$ cat config.mk
export PLATFORM = sky130hd
export DESIGN_NAME = pop3_login_monitor
export DESIGN_NICKNAME = d
export VERILOG_FILES = /design/src/hdl/nids_pkg.sv /design/src/hdl/pop3_user_dfa.sv /design/src/hdl/pop3_pass_dfa.sv /design/src/hdl/stream_match_context.sv /design/src/hdl/login_alert_combiner.sv /design/src/hdl/pop3_login_monitor.sv
export VERILOG_INCLUDE_DIRS = /design/src /design/src/hdl
export SDC_FILE = /design/constraint.sdc
export NUM_CORES = 1
export LEC_CHECK = 0
export BUFFER_PORTS_ARGS = -buffer_cell sky130_fd_sc_hd__buf_2
export CORE_MARGIN = 2
export CORE_UTILIZATION = 30
export DETAILED_ROUTE_END_ITERATION = 6
export HOLD_SLACK_MARGIN = 0.1
export PLACE_DENSITY_LB_ADDON = 0.3
export REMOVE_ABC_BUFFERS = 1
export SYNTH_ARGS = -nofsm -noshare
export SYNTH_HDL_FRONTEND = slang
export SYNTH_SLANG_ARGS = --single-unit
export TNS_END_PERCENT = 50
$ cat constraint.sdc
create_clock -name clk -period 4.03 [get_ports clk]
set_input_delay 0.403 -clock clk [delete_from_list [all_inputs] [get_ports clk]]
set_output_delay 0.403 -clock clk [all_outputs]
set_load 0.05 [all_outputs]
$ cat src/hdl/nids_settings.svh
`ifndef NIDS_SETTINGS_SVH
`define NIDS_SETTINGS_SVH

// Stream slots held by each context memory
`define NIDS_NUM_STREAMS 64

// Width of a stream identifier
// Must cover NIDS_NUM_STREAMS slots
`define NIDS_STREAM_BITS 6

// Matcher state width
// Holds DFA states 0 to 5
`define NIDS_STATE_BITS 3

// Width of every packet counter
`define NIDS_COUNT_BITS 16

`endif

$ cat src/hdl/nids_pkg.sv
`default_nettype none

`include "nids_settings.svh"

package nids_pkg;

   // One payload byte from the stream
   typedef logic [7:0] char_t;

   // Stream slot index
   typedef logic [`NIDS_STREAM_BITS-1:0] stream_id_t;

   // Matcher state as saved per stream
   typedef logic [`NIDS_STATE_BITS-1:0] dfa_state_t;

   // Packet counter that wraps on overflow
   typedef logic [`NIDS_COUNT_BITS-1:0] count_t;

   // Fold lower case ASCII letters onto upper case
   // Every other byte passes unchanged
   function automatic char_t fold_case(input char_t c);
      if (c >= 8'h61 && c <= 8'h7a)
         return c - 8'h20;
      return c;
   endfunction

endpackage

`default_nettype wire

$ cat src/hdl/pop3_user_dfa.sv
`timescale 1ns/1ps
`default_nettype none

module pop3_user_dfa (
   input  wire                        clk,
   input  wire                        rst_n,
   input  wire nids_pkg::char_t       char_in,
   input  wire                        char_in_vld,
   input  wire nids_pkg::dfa_state_t  state_in,
   input  wire                        state_in_vld,
   output nids_pkg::dfa_state_t       state_out,
   output logic                       accept_out
);
   import nids_pkg::*;

   // Index of the last pattern character
   localparam dfa_state_t FINAL_STATE = dfa_state_t'(4);

   dfa_state_t state;
   dfa_state_t next_state;
   char_t      upper;
   char_t      expect_char;
   logic       accept_next;

   // Case insensitive compare
   assign upper = fold_case(char_in);

   // Character expected in each state of "USER "
   always_comb
   begin
      case (state)
         dfa_state_t'(0): expect_char = "U";
         dfa_state_t'(1): expect_char = "S";
         dfa_state_t'(2): expect_char = "E";
         dfa_state_t'(3): expect_char = "R";
         default:         expect_char = " ";
      endcase
   end

   always_comb
   begin
      next_state  = state;
      accept_next = 1'b0;
      if (char_in_vld)
      begin
         if (upper == expect_char && state <= FINAL_STATE)
         begin
            // Full pattern seen so restart after the pulse
            if (state == FINAL_STATE)
            begin
               next_state  = '0;
               accept_next = 1'b1;
            end
            else
               next_state = state + dfa_state_t'(1);
         end
         // A stray U may begin a fresh match
         else if (upper == "U")
            next_state = dfa_state_t'(1);
         else
            next_state = '0;
      end
   end

   always_ff @(posedge clk)
   begin
      if (!rst_n)
      begin
         state      <= '0;
         accept_out <= 1'b0;
      end
      // Restore from the context wins over any byte
      else if (state_in_vld)
      begin
         state      <= state_in;
         accept_out <= 1'b0;
      end
      else
      begin
         state      <= next_state;
         accept_out <= accept_next;
      end
   end

   assign state_out = state;

   // Context load and payload byte must keep one idle cycle apart
   a_load_no_byte: assert property (@(posedge clk) disable iff (!rst_n)
      !(state_in_vld && char_in_vld));

endmodule

`default_nettype wire

$ cat src/hdl/pop3_pass_dfa.sv
`timescale 1ns/1ps
`default_nettype none

module pop3_pass_dfa (
   input  wire                        clk,
   input  wire                        rst_n,
   input  wire nids_pkg::char_t       char_in,
   input  wire                        char_in_vld,
   input  wire nids_pkg::dfa_state_t  state_in,
   input  wire                        state_in_vld,
   output nids_pkg::dfa_state_t       state_out,
   output logic                       accept_out
);
   import nids_pkg::*;

   // Index of the last pattern character
   localparam dfa_state_t FINAL_STATE = dfa_state_t'(4);

   dfa_state_t state;
   dfa_state_t next_state;
   char_t      upper;
   char_t      expect_char;
   logic       accept_next;

   assign upper = fold_case(char_in);

   // Character expected in each state of "PASS "
   always_comb
   begin
      case (state)
         dfa_state_t'(0): expect_char = "P";
         dfa_state_t'(1): expect_char = "A";
         dfa_state_t'(2): expect_char = "S";
         dfa_state_t'(3): expect_char = "S";
         default:         expect_char = " ";
      endcase
   end

   always_comb
   begin
      next_state  = state;
      accept_next = 1'b0;
      if (char_in_vld)
      begin
         if (upper == expect_char && state <= FINAL_STATE)
         begin
            if (state == FINAL_STATE)
            begin
               next_state  = '0;
               accept_next = 1'b1;
            end
            else
               next_state = state + dfa_state_t'(1);
         end
         // Only a P can restart the pattern after a miss
         else if (upper == "P")
            next_state = dfa_state_t'(1);
         else
            next_state = '0;
      end
   end

   always_ff @(posedge clk)
   begin
      if (!rst_n)
      begin
         state      <= '0;
         accept_out <= 1'b0;
      end
      else if (state_in_vld)
      begin
         state      <= state_in;
         accept_out <= 1'b0;
      end
      else
      begin
         state      <= next_state;
         accept_out <= accept_next;
      end
   end

   assign state_out = state;

   // Restored states come from the context memory and stay in range
   a_state_range: assert property (@(posedge clk) disable iff (!rst_n)
      state_out <= dfa_state_t'(5));

endmodule

`default_nettype wire

$ cat src/hdl/stream_match_context.sv
`timescale 1ns/1ps
`default_nettype none

`include "nids_settings.svh"

module stream_match_context (
   input  wire                        clk,
   input  wire                        rst_n,
   input  wire                        load_state,
   input  wire                        new_stream_id,
   input  wire nids_pkg::stream_id_t  stream_id,
   input  wire                        eop,
   input  wire                        enable,
   input  wire                        accept_out,
   input  wire nids_pkg::dfa_state_t  state_out,
   output nids_pkg::dfa_state_t       state_in,
   output logic                       state_in_vld,
   output nids_pkg::count_t           match_count,
   output logic                       pkt_done,
   output logic                       pkt_hit,
   output nids_pkg::stream_id_t       pkt_stream
);
   import nids_pkg::*;

   // Saved matcher state per stream slot
   dfa_state_t state_mem [0:`NIDS_NUM_STREAMS-1];

   // Stream of the packet in flight
   stream_id_t cur_stream;

   // Set by any accept within the current packet
   logic       match_flag;

   // Memory save and restore
   always_ff @(posedge clk)
   begin
      // Packet start
      if (load_state)
      begin
         // Unknown stream starts from the idle state
         if (new_stream_id)
            state_in <= '0;
         else
            state_in <= state_mem[stream_id];
      end
      // Only an enabled packet leaves its state behind
      if (eop && enable)
         state_mem[cur_stream] <= state_out;
   end

   // Packet payload registers
   always_ff @(posedge clk)
   begin
      if (load_state)
         cur_stream <= stream_id;
      // Stream reported along with pkt_done
      if (eop)
         pkt_stream <= cur_stream;
   end

   // Control state
   always_ff @(posedge clk)
   begin
      if (!rst_n)
      begin
         state_in_vld <= 1'b0;
         match_flag   <= 1'b0;
         match_count  <= '0;
         pkt_done     <= 1'b0;
         pkt_hit      <= 1'b0;
      end
      else
      begin
         // Load pulse one cycle after load_state
         state_in_vld <= load_state;
         // Report strobe one cycle after eop
         pkt_done     <= eop;

         // Fresh flag for each packet
         if (load_state)
            match_flag <= 1'b0;
         else if (accept_out)
            match_flag <= 1'b1;
         // Disabled packet throws its result away
         else if (eop && !enable)
            match_flag <= 1'b0;

         if (eop)
         begin
            pkt_hit <= match_flag & enable;
            // Count matching packets while enabled
            if (enable)
               match_count <= match_count + count_t'(match_flag);
         end
      end
   end

   // Packet start and end stay at least a cycle apart
   a_load_eop_apart: assert property (@(posedge clk) disable iff (!rst_n)
      !(load_state && eop));

   // The last accept lands before eop so it is counted
   a_no_accept_at_eop: assert property (@(posedge clk) disable iff (!rst_n)
      !(accept_out && eop));

endmodule

`default_nettype wire

$ cat src/hdl/login_alert_combiner.sv
`timescale 1ns/1ps
`default_nettype none

module login_alert_combiner (
   input  wire                        clk,
   input  wire                        rst_n,
   input  wire                        user_done,
   input  wire                        user_hit,
   input  wire nids_pkg::stream_id_t  user_stream,
   input  wire                        pass_done,
   input  wire                        pass_hit,
   input  wire nids_pkg::stream_id_t  pass_stream,
   output logic                       login_alert,
   output nids_pkg::stream_id_t       alert_stream,
   output nids_pkg::count_t           login_count
);
   import nids_pkg::*;

   // Both commands seen within one packet
   logic login_hit;

   assign login_hit = user_done && pass_done && user_hit && pass_hit;

   // Alert pulse and login counter
   always_ff @(posedge clk)
   begin
      if (!rst_n)
      begin
         login_alert <= 1'b0;
         login_count <= '0;
      end
      else
      begin
         login_alert <= login_hit;
         // Wraps like the other counters
         if (login_hit)
            login_count <= login_count + count_t'(1);
      end
   end

   // Stream of the last reported packet
   // Valid whenever login_alert is high
   always_ff @(posedge clk)
   begin
      if (user_done)
         alert_stream <= user_stream;
   end

   // Both contexts see the same strobes
   a_done_aligned: assert property (@(posedge clk) disable iff (!rst_n)
      user_done == pass_done);

   // Reports of one packet carry one stream
   a_stream_agree: assert property (@(posedge clk) disable iff (!rst_n)
      user_done |-> user_stream == pass_stream);

endmodule

`default_nettype wire

$ cat src/hdl/pop3_login_monitor.sv
`timescale 1ns/1ps
`default_nettype none

module pop3_login_monitor (
   input  wire                        clk,
   input  wire                        rst_n,
   input  wire nids_pkg::char_t       char_in,
   input  wire                        char_in_vld,
   input  wire                        load_state,
   input  wire                        new_stream_id,
   input  wire nids_pkg::stream_id_t  stream_id,
   input  wire                        eop,
   input  wire                        user_enable,
   input  wire                        pass_enable,
   output wire nids_pkg::count_t      user_count,
   output wire nids_pkg::count_t      pass_count,
   output wire                        login_alert,
   output wire nids_pkg::stream_id_t  alert_stream,
   output wire nids_pkg::count_t      login_count
);
   import nids_pkg::*;

   // USER matcher and its context
   dfa_state_t user_state_in;
   dfa_state_t user_state_out;
   wire        user_state_in_vld;
   wire        user_accept;
   wire        user_done;
   wire        user_hit;
   stream_id_t user_stream;

   // PASS matcher and its context
   dfa_state_t pass_state_in;
   dfa_state_t pass_state_out;
   wire        pass_state_in_vld;
   wire        pass_accept;
   wire        pass_done;
   wire        pass_hit;
   stream_id_t pass_stream;

   pop3_user_dfa u_user_dfa (
      .clk          (clk),
      .rst_n        (rst_n),
      .char_in      (char_in),
      .char_in_vld  (char_in_vld),
      .state_in     (user_state_in),
      .state_in_vld (user_state_in_vld),
      .state_out    (user_state_out),
      .accept_out   (user_accept)
   );

   pop3_pass_dfa u_pass_dfa (
      .clk          (clk),
      .rst_n        (rst_n),
      .char_in      (char_in),
      .char_in_vld  (char_in_vld),
      .state_in     (pass_state_in),
      .state_in_vld (pass_state_in_vld),
      .state_out    (pass_state_out),
      .accept_out   (pass_accept)
   );

   // Both contexts share the packet strobes
   stream_match_context u_user_ctx (
      .clk (clk), .rst_n (rst_n),
      .load_state (load_state), .new_stream_id (new_stream_id), .stream_id (stream_id),
      .eop (eop), .enable (user_enable),
      .accept_out (user_accept), .state_out (user_state_out),
      .state_in (user_state_in), .state_in_vld (user_state_in_vld),
      .match_count (user_count),
      .pkt_done (user_done), .pkt_hit (user_hit), .pkt_stream (user_stream)
   );

   stream_match_context u_pass_ctx (
      .clk (clk), .rst_n (rst_n),
      .load_state (load_state), .new_stream_id (new_stream_id), .stream_id (stream_id),
      .eop (eop), .enable (pass_enable),
      .accept_out (pass_accept), .state_out (pass_state_out),
      .state_in (pass_state_in), .state_in_vld (pass_state_in_vld),
      .match_count (pass_count),
      .pkt_done (pass_done), .pkt_hit (pass_hit), .pkt_stream (pass_stream)
   );

   // Alert two cycles after eop
   login_alert_combiner u_combiner (
      .clk          (clk),
      .rst_n        (rst_n),
      .user_done    (user_done),
      .user_hit     (user_hit),
      .user_stream  (user_stream),
      .pass_done    (pass_done),
      .pass_hit     (pass_hit),
      .pass_stream  (pass_stream),
      .login_alert  (login_alert),
      .alert_stream (alert_stream),
      .login_count  (login_count)
   );

endmodule

`default_nettype wire

[Word-level counts from Yosys, hierarchy flattened]
Memories as Yosys holds them, arrays and structs flattened. A register that Yosys moved wholly into a read port is not among the register bits.
Cells that the tools add are included.
Storage, ports and cells
  register bits: 81
  bits in writable memories: 384
  input port bits: 22
  output and inout bits: 55
  logic and storage cells: 94
  memories kept: 2
Cells by class
  add/sub/neg operators: 6
  $lt $le $gt $ge: 4
  equality and inequality tests: 12
  multiplexer cells: 25
  bitwise logic cells: 6
  reductions and logical operators: 22
Memories
  u_pass_ctx.state_mem: depth 64, width 3, rd ports 1, clocked after memory_dff 1, wr ports 1, RTL line stream_match_context.sv:26  | dfa_state_t state_mem [0:`NIDS_NUM_STREAMS-1];
  u_user_ctx.state_mem: depth 64, width 3, rd ports 1, clocked after memory_dff 1, wr ports 1, RTL line stream_match_context.sv:26
Operators with widths (count)
  $add 16x1->16: 2
  $pmux 7 s4: 1
  $mux 3: 8
  $pmux 7 s3: 1
  $add 16x1->16 const B: 1
  $eq 8x7->1: 2
  $eq 8x7->1 const B: 2
  $mux 8: 2
  $mux 1: 13
  $eq 3x2->1 const B: 4
  $logic_and 1x1->1: 9
  $ge 8x7->1 const B: 1
  $le 8x7->1 const B: 1
  $reduce_or 4->1: 2
  $sub 8x6->8 const B: 1
  $add 3x1->3 const B: 2
  $eq 3x1->1 const B: 2
  $eq 3x3->1 const B: 2
  $le 3x3->1 const B: 2
  $logic_not 3->1: 2
  $reduce_bool 2->1: 3
  $not 1->1: 4
  $reduce_and 2->1: 2
  $reduce_or 2->1: 2
  2 further kinds: 4

[Logic depth before layout (Yosys ltp)]
  depth after elaboration: 9
  gate-level depth with buffers: 9
  gate-level depth less buffers: 7

[By module]
A second synthesis with hierarchy kept.
Second synthesis, totals
  cell total of the unflattened synthesis: 1252
  area total of the unflattened synthesis: 20160.6 um^2
Modules (own cells, without submodules)
  stream_match_context (u_user_ctx): times used 1, cells each 510, area each 9175.0 um^2, seq. area each 6616.3 um^2
  stream_match_context (u_pass_ctx): times used 1, cells each 519, area each 9042.4 um^2, seq. area each 6616.3 um^2
  login_alert_combiner: times used 1, cells each 92, area each 954.7 um^2, seq. area each 520.5 um^2
  pop3_pass_dfa: times used 1, cells each 66, area each 504.2 um^2, seq. area each 80.1 um^2
  pop3_user_dfa: times used 1, cells each 65, area each 484.2 um^2, seq. area each 80.1 um^2

[Worst setup path after synthesis]
Ideal clock, no wire load.
  path type: reg-to-reg
  start point: register u_pass_dfa.state[0], in the netlist u_pass_dfa.state_out[0]
  end point: register u_pass_dfa.accept_out
  library setup time: 0.092 ns
  arrival: 2.894 ns
  data required time: 3.938 ns
  path slack: 1.044 ns
  stages on the path, launching flop included: 8
  path buffers: 0
  period minus slack after synthesis: 2.986 ns
  cells stage by stage: dfxtp_1 -> inv_1 -> ha_1 -> or3_1 -> a2111o_1 -> o31ai_1 -> nand4_1 -> nor4_1
On the way
  longest elaborated chain between the ends: 7
  elaborated cells on any way between the ends: 13
  those cells by class: order compare: 1; eq/ne: 5; mux: 2; bitwise: 1; reduce/logical: 4
RTL lines
  start, declared: RTL line pop3_pass_dfa.sv:19  | dfa_state_t state;
  start signal, assigned: RTL line pop3_pass_dfa.sv:72  | state <= state_in;
  start signal, assigned: RTL line pop3_pass_dfa.sv:77  | state <= next_state;
  $eq 3x2->1: RTL line pop3_pass_dfa.sv:30  | case (state)
  $reduce_or 2->1 (no line)
  $pmux 7 s3: RTL line pop3_pass_dfa.sv:30
  $eq 8x7->1: RTL line pop3_pass_dfa.sv:45  | if (upper == expect_char && state <= FINAL_STATE)
  $logic_and 1x1->1: RTL line pop3_pass_dfa.sv:45
  $not 1->1 (no line)
  $reduce_or 4->1 (no line)
  end signal, assigned: RTL line pop3_pass_dfa.sv:78  | accept_out <= accept_next;
  end, declared: RTL line pop3_pass_dfa.sv:12  | output logic accept_out
Several ways; a longest one is shown, not always the timed one.
A chain may end at the register's enable or synchronous reset.

[Worst setup path in the final report]
  start point: register u_pass_dfa.state[1], in the netlist u_pass_dfa.state_out[1]
  end point: register u_pass_dfa.accept_out
Same word-level chain as after synthesis.

==> summary.txt <==
Critical path
  • Reg2Reg Depth: 8
  • Flop-to-flop setup slack: 1.39 ns
  • Worst Path Required: 4.50 ns
  • Worst Path Class, Setup: reg -> reg
  • Reg2Reg Capture Point: u_pass_dfa.accept_out
  • WP data arrival: a little over 3 ns
  • Crit path max fanout: 66
  • Startpoint types: register
  • Worst setup EP type: register
  • Worst r2r src: u_pass_dfa.state_out[1]

Logic synthesis
  • Post-synthesis mux area share: approximately 12%
  • Top_reg_cell synth: edfxtp_1
  • Number of synthesized flops with an enable pin: about 410
  • Syn Inst Count: 1214
  • Adder-cell area share of the yosys netlist: approximately 1.0%
  • Largest family of logic cells by synthesized area: multiplexers
  • Mapped Avg Cell Area: 15.9 sq um
  • Asr flop ratio synth: 0%
  • Synth unique cells: 58
  • Post-synthesis compound-gate area fraction: 4.06%
  • Synth Area in Simple Gates: a little under a tenth
  • Synth warnings: 0
  • #FFs+latches synth: 471
  • Post-Syn Area: between 0.015 and 0.02 sq mm
  • Post-Synth XOR/XNOR Area: under 10%
  • Post-synthesis sequential area ratio: approximately 70%

Routing
  • Via count of the routed design: ~11000
  • Total wire length: 46800 microns
  • DRC: 0
  • DR iter-0 viols: between 900 and 1000
  • DR pass1 iterations: 5
  • Routed Antenna Nets: 0
  • Routed wire per std cell: 21.3 microns
  • Vias per cell: 4.95

Timing
  • Hold Vio Cnt, Final: 0
  • Final min period: between 2 and 3 ns
  • RSZ-0062 raised after global routing: no
  • Least-Margin Pin Slew: 0.995 ns
  • Normalized max-slew margin: 33.6%
  • Endpoints failing setup: 0
  • Max Slew Vio Count: 0
  • Setup TNS: 0 ns
  • Clock Skews: 0.0348 ns
  • Period utilisation layout: 65.5%
  • Max Clk Rate: about 380 MHz

Global routing
  • Total gr overflow: 0
  • Initial antenna violation count: 2
  • Pin count of the biggest net entering global routing: 69
  • First-pass GRT wire length: between 70000 and 80000 microns
  • Vias in the first global route: 11100
  • GRT Util Overall: between 10 and 15%

Run
  • Max-cap violations: 0

Clock network
  • Clock Path Buffers: 3
  • CTS Buf Count: 50
  • Htree depth: 2
  • Clock slew at reported path FFs: approximately 0.06 ns
  • Clk root buf: clkbuf_16
  • Worst skew pair latency: 0.60 ns
  • CTS resizes: 0
  • CTS tree: done
  • TritonCTS Sinks: approximately 470

Power
  • Pwr dens: roughly 480 mW/mm^2
  • Static Leak: around 7.3 nW
  • Maximum VDD drop: roughly 0.27 mV

Placement
  • Port bufs: 76
  • Routability congestion estimate from global placement: 0.789
  • DP HPWL: 29800 microns
  • Placed Instance Area: about 0.021 sq mm

Hold path
  • Hold_sp: char_in_vld
  • Min-Delay Path Depth: 3
  • Hold EP: u_pass_dfa.accept_out
  • Min-delay worst type: in -> reg

Die
  • Die Wd: ~260 microns
  • Die area: between 0.06 and 0.07 sq mm
  • Core box area: 0.0641 sq mm
  • IO Count: between 70 and 80
  • Die height: around 260 microns
  • Core Rows: 93
  • Starting Density: between 30% and 40%

Final layout
  • Area growth syn-to-layout: 16.0%
  • Commonest cells after routing, fill and taps aside: edfxtp_1, nor2_1, mux4_2
  • Post-Layout Inst Area: about 0.022 sq mm
  • Filler Cells Inserted: about 6000
  • Net count, final: around 1300
  • Layout cells sized above 1: a little over a fifth
  • Commonest non-fill, non-tap cell in the layout: edfxtp_1
  • N_diodes: 0

Status
  • Status: finished, final reports clean
[flip-flops by register name, indices dropped and copies added, names as in the netlist, 3 cells and up]
| signal | count |
|---|---|
| u_pass_dfa.state_out | 3 |
| u_combiner.login_count | 16 |
| u_user_ctx.state_mem | 192 |
| u_user_ctx.match_count | 16 |
| u_combiner.alert_stream | 6 |
| u_pass_ctx.state_in | 3 |
| u_user_ctx.state_in | 3 |
| u_user_dfa.state_out | 3 |
| u_pass_ctx.state_mem | 192 |
| u_pass_ctx.match_count | 16 |
| u_user_ctx.cur_stream | 6 |
| u_user_ctx.pkt_stream | 6 |
[worst max-delay path: stages, from the launching register on]
cell      delay (ns)
dfxtp_2         0.32
buf_4           0.52
ha_1            0.27
ha_1            0.25
nand2b_1        0.16
o21ai_0         0.08
nor3_1          0.26
nand4_1         0.24
nor4_1          0.40
[how the worst max path moves through the flow]
stage          depth (start not counted)                     end                     from  slack [ns]
4_1_cts                                8   u_pass_dfa.accept_out  u_pass_dfa.state_out[1]        1.29
5_1_grt                                8   u_pass_dfa.accept_out  u_pass_dfa.state_out[1]        1.09
2_1_floorplan                          7   u_pass_dfa.accept_out  u_pass_dfa.state_out[0]        1.04
3_3_place_gp                           7  u_pass_ctx.state_in[2]             stream_id[2]        1.18
6_report                               8   u_pass_dfa.accept_out  u_pass_dfa.state_out[1]        1.39
3_5_place_dp                           6  u_pass_ctx.state_in[2]             stream_id[0]        1.19
[synthesized netlist by cell type, types with 14 or more instances]
master	instances	area (sq um)
mux4_2	82	1850
nand2_1	60	225
o21ai_0	15	75.1
a21oi_1	37	185
nor2_1	184	691
edfxtp_1	408	12300
nor3_1	19	95.1
mux2i_1	20	200
nand3_1	25	125
dfxtp_1	63	1260
clkbuf_1	33	124
xor2_1	21	184
ha_1	16	200
or3_1	14	87.6
xnor2_1	14	123
[logic make-up (layout without fill, tap and decap cells)]
kind of cell	after synthesis	in the layout
AO/OA/AOI/OAI	117	117
adder cells (fa/ha/maj)	16	16
flip-flops	471	471
multiplexers	117	117
buffers and inverters	73	204
XOR/XNOR	35	35
AND/OR/NAND/NOR	385	385
[per-layer routing]
layer | global-route usage (%) | routed length (microns)
met4 | 3.77 | 957
met2 | 23.0 | 22400
met5 | 0 | 26
met1 | 18.6 | 20700
met3 | 3.09 | 2700
[repair_timing]
item,4_1_cts,5_1_grt
endpoints found under the hold margin,2,0
setup buffers,0,0
endpoints found under the setup margin,0,0
hold buffers,2,0
[report_power, final]
part	switching, W	total (W)	internal [W]
Sequential	0.0000276	0.00533	0.00531
Combinational	0.000313	0.000484	0.000171
Clock	0.00199	0.00492	0.00293
Total	0.00233	0.0107	0.00841
[final cells by class]
| cell class | count | area (sq um) | area share [%] |
|---|---|---|---|
| Clock inverter | 40 | 473 | 2.11 |
| Multi-Input combinational cell | 670 | 5450 | 24.3 |
| Sequential cell | 471 | 13500 | 60.3 |
| Tap cell | 855 | 1070 | 4.77 |
| Clock buffer | 54 | 1300 | 5.79 |
| Timing Repair Buffer | 96 | 569 | 2.54 |
| Inverter | 14 | 52.6 | 0.234 |
[through the flow]
step | cells | total power [W] | util [%] | hold slack, ns | worst slack, ns
finish | 2200 | 0.0107 | 35.0 | 0.145 | 1.39
CTS | 2200 | 0.0109 | 35.0 | 0.106 | 1.29
floorplan | 1155 | 0.00569 | - | 0.400 | 1.04
global placement | 2104 | 0.00593 | 32.2 | 0.408 | 1.18
global route | 2200 | 0.0111 | 35.0 | 0.138 | 1.09
detailed placement | 2104 | 0.00593 | 32.2 | 0.408 | 1.19
(Power assumes the default switching activity.)
